File: src/verilog/bus_pkg.sv
`default_nettype none

package bus_pkg;

    // widths of the shared memory bus
    localparam int BUS_DW   = 32;
    localparam int BUS_AW   = 30;
    localparam int BUS_SELW = 4;

    // region view of the word address
    localparam int REGION_W = 9;
    localparam int OFFSET_W = BUS_AW - REGION_W;

    // io view of the word address
    localparam int IO_IDX_W  = 6;
    localparam int IO_PAGE_W = BUS_AW - IO_IDX_W;

    // one word address read either as region/offset or as io page/index
    typedef union packed {
        struct packed {
            logic [REGION_W-1:0] region;
            logic [OFFSET_W-1:0] offset;
        } rgn;
        struct packed {
            logic [IO_PAGE_W-1:0] page;
            logic [IO_IDX_W-1:0]  index;
        } io;
    } bus_addr_u;

endpackage

`default_nettype wire

File: src/verilog/map_pkg.sv
`default_nettype none

package map_pkg;

    // 8 MB regions, selected by the top word address bits
    localparam logic [bus_pkg::REGION_W-1:0] REGION_RAM = 9'd0;
    localparam logic [bus_pkg::REGION_W-1:0] REGION_SYS = 9'd1;

    // io block at byte 0x0100_0000
    localparam logic [bus_pkg::IO_PAGE_W-1:0] IO_PAGE = 24'h01_0000;
    localparam logic [bus_pkg::IO_IDX_W-1:0]  IO_SW_LED = 6'd1;

    // system register indices, low offset bits
    localparam int SYS_IDX_W = 4;

    localparam logic [SYS_IDX_W-1:0] SYS_ID       = 4'd0;
    localparam logic [SYS_IDX_W-1:0] SYS_SCRATCH  = 4'd1;
    localparam logic [SYS_IDX_W-1:0] SYS_ERR_ADDR = 4'd2;
    localparam logic [SYS_IDX_W-1:0] SYS_POWER    = 4'd3;
    localparam logic [SYS_IDX_W-1:0] SYS_INT      = 4'd4;

    localparam logic [bus_pkg::BUS_DW-1:0] SYS_ID_VALUE = 32'h2019_1028;

endpackage

`default_nettype wire

File: src/verilog/wb_bus_if.sv
`timescale 1ns/100ps
`default_nettype none

interface wb_bus_if;
    import bus_pkg::*;

    // request
    logic                cyc;
    logic                stb;
    logic                we;
    bus_addr_u           adr;
    logic [BUS_DW-1:0]   dat;
    logic [BUS_SELW-1:0] sel;

    // response
    logic                ack;
    logic                stall;
    logic                err;
    logic [BUS_DW-1:0]   rdat;

    modport master (output cyc, stb, we, adr, dat, sel,
                    input  ack, stall, err, rdat);

    modport slave  (input  cyc, stb, we, adr, dat, sel,
                    output ack, stall, err, rdat);

    // devices never stall and never flag errors
    modport device (input  cyc, stb, we, adr, dat, sel,
                    output ack, rdat);

endinterface

`default_nettype wire

File: src/verilog/bus_decoder.sv
`timescale 1ns/100ps
`default_nettype none

module bus_decoder (
    input  logic                i_clk,
    input  logic                i_rst_n,
    wb_bus_if.slave             i_bus,
    wb_bus_if.master            o_ram,
    wb_bus_if.master            o_sys,
    wb_bus_if.master            o_io,
    output logic                o_err_pulse,
    output bus_pkg::bus_addr_u  o_err_addr
);
    import bus_pkg::*;
    import map_pkg::*;

    logic              ram_hit;
    logic              sys_hit;
    logic              io_hit;
    logic              none_hit;
    logic              ack_q;
    logic              err_q;
    logic [BUS_DW-1:0] rdat_q;
    bus_addr_u         err_addr_q;

    // region view for the big blocks, io view for single words
    assign ram_hit  = (i_bus.adr.rgn.region == REGION_RAM);
    assign sys_hit  = (i_bus.adr.rgn.region == REGION_SYS);
    assign io_hit   = (i_bus.adr.io.page == IO_PAGE) && (i_bus.adr.io.index == IO_SW_LED);
    assign none_hit = !(ram_hit || sys_hit || io_hit);

    // ram
    assign o_ram.cyc = i_bus.cyc;
    assign o_ram.stb = i_bus.stb && ram_hit;
    assign o_ram.we  = i_bus.we;
    assign o_ram.adr = i_bus.adr;
    assign o_ram.dat = i_bus.dat;
    assign o_ram.sel = i_bus.sel;

    // system registers
    assign o_sys.cyc = i_bus.cyc;
    assign o_sys.stb = i_bus.stb && sys_hit;
    assign o_sys.we  = i_bus.we;
    assign o_sys.adr = i_bus.adr;
    assign o_sys.dat = i_bus.dat;
    assign o_sys.sel = i_bus.sel;

    // switch/led port
    assign o_io.cyc = i_bus.cyc;
    assign o_io.stb = i_bus.stb && io_hit;
    assign o_io.we  = i_bus.we;
    assign o_io.adr = i_bus.adr;
    assign o_io.dat = i_bus.dat;
    assign o_io.sel = i_bus.sel;

    always_ff @(posedge i_clk) begin
        if (!i_rst_n) begin
            ack_q <= 1'b0;
            err_q <= 1'b0;
        end else begin
            ack_q <= o_ram.ack || o_sys.ack || o_io.ack;
            err_q <= i_bus.stb && none_hit;
        end
    end

    // address of the strobe that missed the map
    always_ff @(posedge i_clk) begin
        if (i_bus.stb && none_hit) begin
            err_addr_q <= i_bus.adr;
        end
    end

    always_ff @(posedge i_clk) begin
        if (o_ram.ack) begin
            rdat_q <= o_ram.rdat;
        end else if (o_sys.ack) begin
            rdat_q <= o_sys.rdat;
        end else if (o_io.ack) begin
            rdat_q <= o_io.rdat;
        end else begin
            rdat_q <= '0;
        end
    end

    assign i_bus.ack   = ack_q;
    assign i_bus.err   = err_q;
    assign i_bus.rdat  = rdat_q;
    assign i_bus.stall = 1'b0;

    assign o_err_pulse = err_q;
    assign o_err_addr  = err_addr_q;

endmodule

`default_nettype wire

File: src/flat_wrapper.sv
// flat-port wrapper written by rule: the top's interface ports become plain ports
module bus_decoder_flat import bus_pkg::*; import map_pkg::*;
  (i_clk, i_rst_n, o_err_pulse, o_err_addr, i_bus_cyc, i_bus_stb, i_bus_we, i_bus_adr, i_bus_dat, i_bus_sel, i_bus_ack, i_bus_stall, i_bus_err, i_bus_rdat, o_ram_cyc, o_ram_stb, o_ram_we, o_ram_adr, o_ram_dat, o_ram_sel, o_ram_ack, o_ram_stall, o_ram_err, o_ram_rdat, o_sys_cyc, o_sys_stb, o_sys_we, o_sys_adr, o_sys_dat, o_sys_sel, o_sys_ack, o_sys_stall, o_sys_err, o_sys_rdat, o_io_cyc, o_io_stb, o_io_we, o_io_adr, o_io_dat, o_io_sel, o_io_ack, o_io_stall, o_io_err, o_io_rdat);
  wb_bus_if i_bus_i ();
  wb_bus_if o_ram_i ();
  wb_bus_if o_sys_i ();
  wb_bus_if o_io_i ();
  input  logic i_clk;
  input  logic i_rst_n;
  output logic o_err_pulse;
  output bus_pkg::bus_addr_u o_err_addr;
  input wire logic [$bits(i_bus_i.cyc)-1:0] i_bus_cyc;
  input wire logic [$bits(i_bus_i.stb)-1:0] i_bus_stb;
  input wire logic [$bits(i_bus_i.we)-1:0] i_bus_we;
  input wire logic [$bits(i_bus_i.adr)-1:0] i_bus_adr;
  input wire logic [$bits(i_bus_i.dat)-1:0] i_bus_dat;
  input wire logic [$bits(i_bus_i.sel)-1:0] i_bus_sel;
  output wire logic [$bits(i_bus_i.ack)-1:0] i_bus_ack;
  output wire logic [$bits(i_bus_i.stall)-1:0] i_bus_stall;
  output wire logic [$bits(i_bus_i.err)-1:0] i_bus_err;
  output wire logic [$bits(i_bus_i.rdat)-1:0] i_bus_rdat;
  output wire logic [$bits(o_ram_i.cyc)-1:0] o_ram_cyc;
  output wire logic [$bits(o_ram_i.stb)-1:0] o_ram_stb;
  output wire logic [$bits(o_ram_i.we)-1:0] o_ram_we;
  output wire logic [$bits(o_ram_i.adr)-1:0] o_ram_adr;
  output wire logic [$bits(o_ram_i.dat)-1:0] o_ram_dat;
  output wire logic [$bits(o_ram_i.sel)-1:0] o_ram_sel;
  input wire logic [$bits(o_ram_i.ack)-1:0] o_ram_ack;
  input wire logic [$bits(o_ram_i.stall)-1:0] o_ram_stall;
  input wire logic [$bits(o_ram_i.err)-1:0] o_ram_err;
  input wire logic [$bits(o_ram_i.rdat)-1:0] o_ram_rdat;
  output wire logic [$bits(o_sys_i.cyc)-1:0] o_sys_cyc;
  output wire logic [$bits(o_sys_i.stb)-1:0] o_sys_stb;
  output wire logic [$bits(o_sys_i.we)-1:0] o_sys_we;
  output wire logic [$bits(o_sys_i.adr)-1:0] o_sys_adr;
  output wire logic [$bits(o_sys_i.dat)-1:0] o_sys_dat;
  output wire logic [$bits(o_sys_i.sel)-1:0] o_sys_sel;
  input wire logic [$bits(o_sys_i.ack)-1:0] o_sys_ack;
  input wire logic [$bits(o_sys_i.stall)-1:0] o_sys_stall;
  input wire logic [$bits(o_sys_i.err)-1:0] o_sys_err;
  input wire logic [$bits(o_sys_i.rdat)-1:0] o_sys_rdat;
  output wire logic [$bits(o_io_i.cyc)-1:0] o_io_cyc;
  output wire logic [$bits(o_io_i.stb)-1:0] o_io_stb;
  output wire logic [$bits(o_io_i.we)-1:0] o_io_we;
  output wire logic [$bits(o_io_i.adr)-1:0] o_io_adr;
  output wire logic [$bits(o_io_i.dat)-1:0] o_io_dat;
  output wire logic [$bits(o_io_i.sel)-1:0] o_io_sel;
  input wire logic [$bits(o_io_i.ack)-1:0] o_io_ack;
  input wire logic [$bits(o_io_i.stall)-1:0] o_io_stall;
  input wire logic [$bits(o_io_i.err)-1:0] o_io_err;
  input wire logic [$bits(o_io_i.rdat)-1:0] o_io_rdat;
  assign i_bus_i.cyc = i_bus_cyc;
  assign i_bus_i.stb = i_bus_stb;
  assign i_bus_i.we = i_bus_we;
  assign i_bus_i.adr = i_bus_adr;
  assign i_bus_i.dat = i_bus_dat;
  assign i_bus_i.sel = i_bus_sel;
  assign i_bus_ack = i_bus_i.ack;
  assign i_bus_stall = i_bus_i.stall;
  assign i_bus_err = i_bus_i.err;
  assign i_bus_rdat = i_bus_i.rdat;
  assign o_ram_cyc = o_ram_i.cyc;
  assign o_ram_stb = o_ram_i.stb;
  assign o_ram_we = o_ram_i.we;
  assign o_ram_adr = o_ram_i.adr;
  assign o_ram_dat = o_ram_i.dat;
  assign o_ram_sel = o_ram_i.sel;
  assign o_ram_i.ack = o_ram_ack;
  assign o_ram_i.stall = o_ram_stall;
  assign o_ram_i.err = o_ram_err;
  assign o_ram_i.rdat = o_ram_rdat;
  assign o_sys_cyc = o_sys_i.cyc;
  assign o_sys_stb = o_sys_i.stb;
  assign o_sys_we = o_sys_i.we;
  assign o_sys_adr = o_sys_i.adr;
  assign o_sys_dat = o_sys_i.dat;
  assign o_sys_sel = o_sys_i.sel;
  assign o_sys_i.ack = o_sys_ack;
  assign o_sys_i.stall = o_sys_stall;
  assign o_sys_i.err = o_sys_err;
  assign o_sys_i.rdat = o_sys_rdat;
  assign o_io_cyc = o_io_i.cyc;
  assign o_io_stb = o_io_i.stb;
  assign o_io_we = o_io_i.we;
  assign o_io_adr = o_io_i.adr;
  assign o_io_dat = o_io_i.dat;
  assign o_io_sel = o_io_i.sel;
  assign o_io_i.ack = o_io_ack;
  assign o_io_i.stall = o_io_stall;
  assign o_io_i.err = o_io_err;
  assign o_io_i.rdat = o_io_rdat;
  bus_decoder u_core (.i_clk(i_clk), .i_rst_n(i_rst_n), .i_bus(i_bus_i), .o_ram(o_ram_i), .o_sys(o_sys_i), .o_io(o_io_i), .o_err_pulse(o_err_pulse), .o_err_addr(o_err_addr));
endmodule
File: config.mk
export PLATFORM = sky130hd
export DESIGN_NAME = bus_decoder_flat
export DESIGN_NICKNAME = d
export VERILOG_FILES = /design/src/verilog/bus_pkg.sv /design/src/verilog/map_pkg.sv /design/src/verilog/wb_bus_if.sv /design/src/verilog/bus_decoder.sv /design/src/flat_wrapper.sv
export SDC_FILE = /design/constraint.sdc
export NUM_CORES = 1
export LEC_CHECK = 0
export ABC_CLOCK_PERIOD_IN_PS = 2250
export BUFFER_PORTS_ARGS = -buffer_cell sky130_fd_sc_hd__buf_2
export CAP_MARGIN = 20
export CORE_AREA = 2 2 173 175
export DETAILED_ROUTE_END_ITERATION = 8
export DIE_AREA = 0 0 175 177
export GPL_ROUTABILITY_DRIVEN = 0
export SLEW_MARGIN = 20
export SYNTH_ARGS = -nofsm -noshare
export SYNTH_HDL_FRONTEND = slang
export SYNTH_SLANG_ARGS = --single-unit
export TNS_END_PERCENT = 30
File: constraint.sdc
create_clock -name i_clk -period 2.25 [get_ports i_clk]
set_clock_uncertainty 0.1 [all_clocks]
set_input_delay 0.1125 -clock i_clk [delete_from_list [all_inputs] [get_ports i_clk]]
set_output_delay 0.1125 -clock i_clk [all_outputs]
set_load 0.1 [all_outputs]
After elaboration in Yosys (flattened, before gate mapping)
Cells that the tools add are included.
{"block": "totals", "regBits": 64, "input_bits": 176, "output_inout_bits": 273}
{"block": "op_classes", "eq_ne": 3, "n_mux": 3, "n_reduce_logical": 11}
{"op": "$mux W32", "n": 3}
{"op": "$eq A24 B17 Y1 const B", "n": 1}
{"op": "$eq A9 B1 Y1 const B", "n": 1}
{"op": "$logic_not A9 Y1", "n": 1}
{"op": "$eq A6 B1 Y1 const B", "n": 1}
{"op": "$logic_and A1 B1 Y1", "n": 5}
{"op": "$logic_or A1 B1 Y1", "n": 4}
{"op": "$logic_not A1 Y1", "n": 1}

Depth between registers and ports, before layout
Gate-level depths: netlist of run 1.
{"block": "logic_depth", "word_depth": 5, "mapped_depth": 5}

Worst setup path before layout of run 1
Ideal clock, no wire load.
{"block": "synth_timing", "kind": "input-to-output", "startpoint": "input i_bus_adr[26]", "endpoint": "output o_ram_stb", "t_arrival_ps": 3610, "required_ps": 2037, "slack_ps": -1572, "path_stages": 2, "path_buffers": 0, "path_cell_list": "or4_4 -> nor4_1"}
{"block": "synth_between", "elab_chain_cells": 2}
{"item": "start, declared", "line": "flat_wrapper.sv:15", "text": "input wire logic [$bits(i_bus_i.adr)-1:0] i_bus_adr;"}
{"item": "$logic_not A9 Y1", "line": "bus_decoder.sv:27", "text": "assign ram_hit = (i_bus.adr.rgn.region == REGION_RAM);"}
{"item": "$logic_and A1 B1 Y1", "line": "bus_decoder.sv:34", "text": "assign o_ram.stb = i_bus.stb && ram_hit;"}
{"item": "end, declared", "line": "flat_wrapper.sv:23", "text": "output wire logic [$bits(o_ram_i.stb)-1:0] o_ram_stb;"}
Every way passes these cells.

Final worst setup path of run 1
{"block": "layout_timing", "startpoint": "input i_bus_adr[9]", "endpoint": "output o_io_stb"}
{"block": "layout_between", "elab_chain_cells": 3}
{"item": "$eq A24 B17 Y1", "line": "bus_decoder.sv:29", "text": "assign io_hit = (i_bus.adr.io.page == IO_PAGE) && (i_bus.adr.io.index == IO_SW_LED);"}
{"item": "$logic_and A1 B1 Y1", "line": "bus_decoder.sv:29"}
{"item": "$logic_and A1 B1 Y1", "line": "bus_decoder.sv:50", "text": "assign o_io.stb = i_bus.stb && io_hit;"}
{"item": "end, declared", "line": "flat_wrapper.sv:43", "text": "output wire logic [$bits(o_io_i.stb)-1:0] o_io_stb;"}
Every way passes these cells.

==> results of run 1 <==
power groups by stage:
stage / clock network [W] / registers [W] / logic, W
6_report: 0.00132 / 0.00134 / 0.00198
5_1_grt: 0.00146 / 0.00135 / 0.00204
4_1_cts: 0.00142 / 0.00134 / 0.00198
3_5_place_dp: 0 / 0.00137 / 0.00184
3_3_place_gp: 0 / 0.00136 / 0.00184
2_1_floorplan: 0 / 0.00207 / 0.00183
placed cells by master (no fill, tap or decap):
cell / synthesis / routed
dlygate4sd3_1: 0 / 86
or3_2: 1 / 1
nor4_4: 1 / 1
clkinv_1: 0 / 1
nor4_2: 0 / 2
nor2b_4: 0 / 1
a21oi_4: 0 / 1
edfxtp_1: 30 / 30
a22oi_1: 31 / 31
clkinvlp_4: 0 / 1
nand2b_1: 1 / 1
buf_2: 1 / 285
o21ai_0: 28 / 28
a211oi_1: 1 / 1
and4_1: 1 / 1
clkinv_4: 0 / 1
buf_4: 206 / 8
clkbuf_8: 0 / 1
nor2_1: 1 / 1
o21ai_1: 4 / 4
clkbuf_16: 0 / 9
nor3_1: 2 / 2
dlymetal6s4s_1: 0 / 2
dfxtp_1: 34 / 34
nor4bb_1: 1 / 1
and3b_1: 1 / 1
nor4_1: 4 / 2
or4_4: 1 / 2
clkinv_2: 0 / 3
inv_1: 2 / 2
or4_1: 2 / 1
buf_12: 0 / 3
nand2_1: 32 / 32
conb_1: 1 / 1
a21oi_1: 2 / 1
and3_4: 0 / 1
o31ai_1: 1 / 1
final cells by class:
| type | instances | area [um2] | area share |
|---|---|---|---|
| clock inverters | 6 | 35.0 | 0.00636 |
| well taps | 390 | 488 | 0.0886 |
| clock buffers | 10 | 239 | 0.0434 |
| flip-flops and latches | 64 | 1580 | 0.287 |
| inverters | 2 | 7.51 | 0.00136 |
| repair buffers | 384 | 2430 | 0.442 |
| multi-input cells | 118 | 722 | 0.131 |
worst min-delay path: cells and delay by family:
kind,cells,cell delay (ps)
buffers and inverters,1,80
AOI/OAI and AO/OA,2,200
routing by layer:
layer,share of wire,vias up
li1,-,1506
met1,0.34,1489
met2,0.52,297
met3,0.11,28
met4,0.024,0
met5,0,-
worst min-delay path by stage:
stage,from,endpoint,slack (ps),cells after the start
after floorplan,i_bus_adr[0],u_core.o_err_addr[0]$_DFFE_PP_,110,0
after global placement,i_bus_dat[26],o_sys_dat[26],130,0
after detailed placement,i_bus_dat[26],o_sys_dat[26],130,0
after CTS,o_sys_rdat[11],u_core.i_bus.rdat[11]$_DFF_P_,5,3
after global routing,o_io_rdat[15],u_core.i_bus.rdat[15]$_DFF_P_,30,3
final,o_io_rdat[15],u_core.i_bus.rdat[15]$_DFF_P_,-7,3
repair_timing:
action | in CTS | in global routing
hold buffers | 88 | 0
resized for setup | 0 | 4
endpoints found under the setup margin | 0 | 1
buffers inserted | 0 | 1
endpoints found under the hold margin | 62 | 0
state kept, by name, summed over array words and instances (netlist names):
signal / cells
u_core.i_bus.rdat: 32
u_core.i_bus.ack: 1
u_core.o_err_addr: 30
u_core.i_bus.err: 1
metrics by stage:
stage | hold WS (ps) | utilization | setup slack, ps | instance area, um2 | cells
floorplan | 111 | - | -402 | 3890 | 404
global placement | 126 | 0.148 | 240 | 4340 | 871
detailed placement | 126 | 0.148 | 216 | 4340 | 871
CTS | 5.25 | 0.188 | 22.2 | 5490 | 975
global route | 27.2 | 0.188 | 3.53 | 5510 | 974
finish | -7.38 | 0.188 | 58.0 | 5510 | 974
logic make-up (layout without fill, tap and decap cells):
family / count (synthesis) / count (layout)
compound gates: 67 / 67
buf+inv: 222 / 402
flops: 64 / 64
other cells: 1 / 1
simple gates: 50 / 50
==> reports/qor.yml, run 1 <==
synthesis:
  synth.distinct_cells: 27
  syn_area_mm2: 0.00387
  synthTopCellsByCount: "206 x buf_4, 34 x dfxtp_1, 32 x nand2_1"
  ys_ff_latch: 64
  ys_seq_area_frac: 0.409
  synth_top_area_frac: 0.399
  synth_top_cells_by_area: "buf_4 40%, edfxtp_1 23%, dfxtp_1 18%"
  ys_async_sr_fraction: 0
  yosysTopAreaCell: "buf_4"
  muxShareOfSynthArea: 0
  synth_edf_count: 30
  syn_area_per_cell_um2: 9.58
  synthAdderAreaFrac: 0
  synth_most_common_cell: "buf_4"
  synth-simple-area-share: 0.0672
  synthXorXnorAreaFrac: 0
  synth_top_family_by_area: "buffers and inverters"
  syn_nets: 580
  ys.warnings.count: 0
  netlist_instances: 404
  synth_compound_area_frac: 0.108
  synth_flop_cell: "dfxtp_1"
floorplan:
  num_io_pins: 449
  placementRows: 63
  core_mm2: 0.0292
  die_h_um: 177
  initial_core_util: 0.132
  die_area_mm2: 0.0310
  die_w_um: 175
route:
  drcViolationCount: 0
  routed_via_density: 3.41
  drt_iter0_markers: 117
  firstDrtPassIters: 4
  wl_per_cell_um: 18.1
  ant_nets: 0
  routed_wl_um: 17600
  vias: 3320
pwr:
  vdd_drop_max_uv: 276
  power.switching_w: 0.00219
  p_leak_nw: 2.57
  pwr-share-clk: 0.285
  finalPower_w: 0.00465
  p_int_w: 0.00246
  power_density_mw_per_mm2: 845
  switching_share: 0.472
  seqPwrFrac: 0.289
  pwr-share-comb: 0.426
critical_path:
  cp.required_ps: 2040
  cp-start-kind: "primary input"
  crit_buf_inv: 3
  path_depth: 6
  critical-path-max-stage-delay_ps: 550
  cp_cell_sequence: "dlygate4sd3_1 > buf_2 > nor4_1 > and4_1 > and3_4 > buf_12"
  critical_path_class: "primary input to primary output"
  cp_top_family: "simple AND/OR/NAND/NOR gates"
  cp_slowest_cell: "dlygate4sd3_1"
  critPathMaxFanout: 5
  cp-startpoint: "i_bus_adr[9]"
  endpoint: "o_io_stb"
  cp-end-kind: "primary output"
  critPathArrivalTime_ps: 1980
timing:
  setup_tns_ps: 0
  worst-slew-pin-transition_ps: 890
  fmax_ghz: 0.456
  relSlewSlack: 0.405
  whs_ps: -7.38
  period_minus_slack_ps: 2190
  finalSetupViolations: 0
  hold_violations: 1
  finalCritPeriodShare: 0.974
  slew_viol_final: 0
  rsz0062_at_grt: "false"
finish:
  fillCellCount: 3241
  drive_above_1_share: 0.548
  nets: 755
  syn_to_final_growth_pct: 42.2
  antenna_cells: 0
placement:
  numPortBuffers: 289
  hpwl_um: 13300
clock_tree:
  cts_buffers: 9
  tritoncts: "built"
  clock-root-buffer: "clkbuf_16"
  clockBufferDepth: 2
  cts.sinks: 64
  cts_max_level: 3
  path_clk_slew_ps: 60
global_route:
  grt_pass1_vias: 3183
  met2_usage: 0.202
  grt_pass1_wl_um: 22900
  top_usage_layer: "met2"
  grt.met3_usage: 0.0522
  grt_usage: 0.107
  grt_start_max_net_pins: 39
  groute.layer.met1.usage: 0.0977
  overflow: 0
  antenna_found_initial: 0
status:
  status: "finished, violations left"
  violations: "hold timing"
run:
  cap_viol_max_count: 0
worst_hold_path:
  holdCritPathClass: "primary input to flop"
(Power assumes the default switching activity.)
==> inputs of run 2 (changes only) <==
ABC_AREA = 1   (was unset)
ABC_CLOCK_PERIOD_IN_PS = 2400   (was 2250)
CORE_AREA = 2 2 175 177   (was 2 2 173 175)
DIE_AREA = 0 0 177 179   (was 0 0 175 177)
clock period = 2.4 ns   (was 2.25 ns; I/O delays follow)
==> run 2 against run 1 <==
Via count increased by 1.4%; non-clock buffer count increased by 2; sequential share of layout area decreased by 0.27 points; die area increased by 2.3%; combinational power decreased by 6%; highest routed layer unchanged; core utilization decreased by 0.32 points; the run now ends clean; synthesized cell count increased by 7.2%; sequential cell count unchanged; largest cell class unchanged.
==> reports/qor.yml, run 2 <==
route:
  routed_via_density: 3.33
  firstDrtPassIters: 5
  routed_wl_um: 17900
  drcViolationCount: 0
  ant_nets: 0
  vias: 3366
  drt_iter0_markers: 115
  wl_per_cell_um: 17.7
synthesis:
  syn_nets: 609
  synthAdderAreaFrac: 0
  synth_top_cells_by_area: "buf_4 39%, edfxtp_1 22%, dfxtp_1 17%"
  syn_area_mm2: 0.00401
  synthTopCellsByCount: "207 x buf_4, 41 x nand2_1, 34 x dfxtp_1"
  netlist_instances: 433
  synth_most_common_cell: "buf_4"
  synth_edf_count: 30
  synth_top_family_by_area: "buffers and inverters"
  ys_async_sr_fraction: 0
  synthXorXnorAreaFrac: 0
  ys_seq_area_frac: 0.394
  syn_area_per_cell_um2: 9.26
  ys_ff_latch: 64
  yosysTopAreaCell: "buf_4"
  synth.distinct_cells: 22
  muxShareOfSynthArea: 0
  synth-simple-area-share: 0.0755
  synth_compound_area_frac: 0.101
  synth_top_area_frac: 0.387
  synth_flop_cell: "dfxtp_1"
  ys.warnings.count: 0
critical_path:
  critPathMaxFanout: 5
  critical_path_class: "primary input to primary output"
  critPathArrivalTime_ps: 1910
  endpoint: "o_io_stb"
  cp-end-kind: "primary output"
  cp.required_ps: 2180
  cp-startpoint: "i_bus_adr[19]"
  cp-start-kind: "primary input"
floorplan:
  initial_core_util: 0.134
  die_w_um: 177
  die_h_um: 179
  core_mm2: 0.0300
  die_area_mm2: 0.0317
  placementRows: 64
  num_io_pins: 449
worst_hold_path:
  holdCritPathClass: "primary input to flop"
timing:
  slew_viol_final: 0
  finalCritPeriodShare: 0.888
  worst-slew-pin-transition_ps: 629
  finalSetupViolations: 0
  relSlewSlack: 0.580
  period_minus_slack_ps: 2130
  hold_violations: 0
  setup_tns_ps: 0
  fmax_ghz: 0.469
  rsz0062_at_grt: "false"
global_route:
  antenna_found_initial: 0
  grt_pass1_wl_um: 21900
  grt_pass1_vias: 2895
  grt_start_max_net_pins: 34
  grt_usage: 0.103
  overflow: 0
clock_tree:
  cts_resized: 0
  clockBufferDepth: 2
  clock-root-buffer: "clkbuf_16"
  cts.sinks: 64
  cts_buffers: 9
  cts_max_level: 3
  tritoncts: "built"
  path_clk_slew_ps: 50
pwr:
  power_density_mw_per_mm2: 819
  vdd_drop_max_uv: 323
  p_leak_nw: 2.63
  finalPower_w: 0.00455
placement:
  numPortBuffers: 289
  hpwl_um: 13900
status:
  status: "finished clean"
finish:
  final_util: 0.185
  largest_register_ffs: 32
  layout_commonest_cell: "buf_2"
  mostFrequentLayoutCells: "289 x buf_2, 93 x dlygate4sd3_1, 41 x nand2_1"
  drive_above_1_share: 0.504
  syn_to_final_growth_pct: 38.6
  nets: 786
  antenna_cells: 0
  fillCellCount: 3336
run:
  cap_viol_max_count: 0
-- run 2: cell types whose count changed in the layout (fill, tap and decap cells not counted), sizes merged, moves of 3 or more --
cell	delta
inv	+9
dlygate4sd3	+7
nor4	-4
clkinv	-3
buf	-3
nor2	+22
nand2	+9
or4	-3
nand4	+3
-- run 2: logic make-up after synthesis --
| family | count (synthesis) |
|---|---|
| buffers and inverters | 231 |
| AND/OR/NAND/NOR | 72 |
| flip-flops | 64 |
| other | 1 |
| AO/OA/AOI/OAI | 65 |
-- run 2: area by class of cell --
type                       instances  area (um2)  share of cell area
clock buffer                      10         229              0.0412
sequential                        64        1580               0.285
multi-input combinational        138         718               0.129
inverter                          11        41.3             0.00743
clock inverter                     6        85.1              0.0153
timing repair buffer             386        2410               0.433
tap                              396         495              0.0891
-- run 2: critical path, cell delays in order --
cell,delay [ps]
dlygate4sd3_1,530
buf_2,160
nor2_1,90
and2_0,170
nand2_1,60
nor2_1,150
nand2_1,90
nor2_1,100
buf_2,430
-- run 2: worst min path at each step --
stage / start / endpoint / slack [ps] / cells past startpoint
floorplan: i_bus_adr[0] / u_core.o_err_addr[0]$_DFFE_PP_ / 120 / 0
global placement: i_bus_cyc / o_sys_cyc / 140 / 0
detailed placement: i_bus_cyc / o_sys_cyc / 140 / 0
CTS: o_io_rdat[21] / u_core.i_bus.rdat[21]$_DFF_P_ / 10 / 3
global route: o_io_rdat[21] / u_core.i_bus.rdat[21]$_DFF_P_ / 10 / 3
finish: o_io_rdat[21] / u_core.i_bus.rdat[21]$_DFF_P_ / 30 / 3
-- run 2: power breakdown --
group          internal (W)  switching, W
Clock              0.000906      0.000520
Sequential          0.00124     0.0000184
Combinational      0.000350       0.00152
-- run 2: through the flow --
| stage | setup WS (ps) | hold WS, ps | cells | instance area, um2 |
|---|---|---|---|---|
| final | 268 | 32.7 | 1011 | 5560 |
| after global placement | 603 | 141 | 902 | 4310 |
| after CTS | 216 | 13.8 | 1011 | 5560 |
| after detailed placement | 571 | 141 | 902 | 4310 |
| after global routing | 182 | 14.0 | 1011 | 5560 |
| after floorplan | 139 | 119 | 433 | 4020 |
-- run 2: repair_timing --
action / in CTS / in global routing
hold buffers: 93 / 0
endpoints found under the hold margin: 63 / 0
buffers inserted: 0 / 0
-- run 2: routing by layer --
metal  vias up  global-route usage  wire length [um]
li1       1569                   -                 -
met1      1489              0.0970              6010
met2       288               0.187              9160
met3        20              0.0541              2320
met4         0              0.0448               447
met5         -                   0                 0
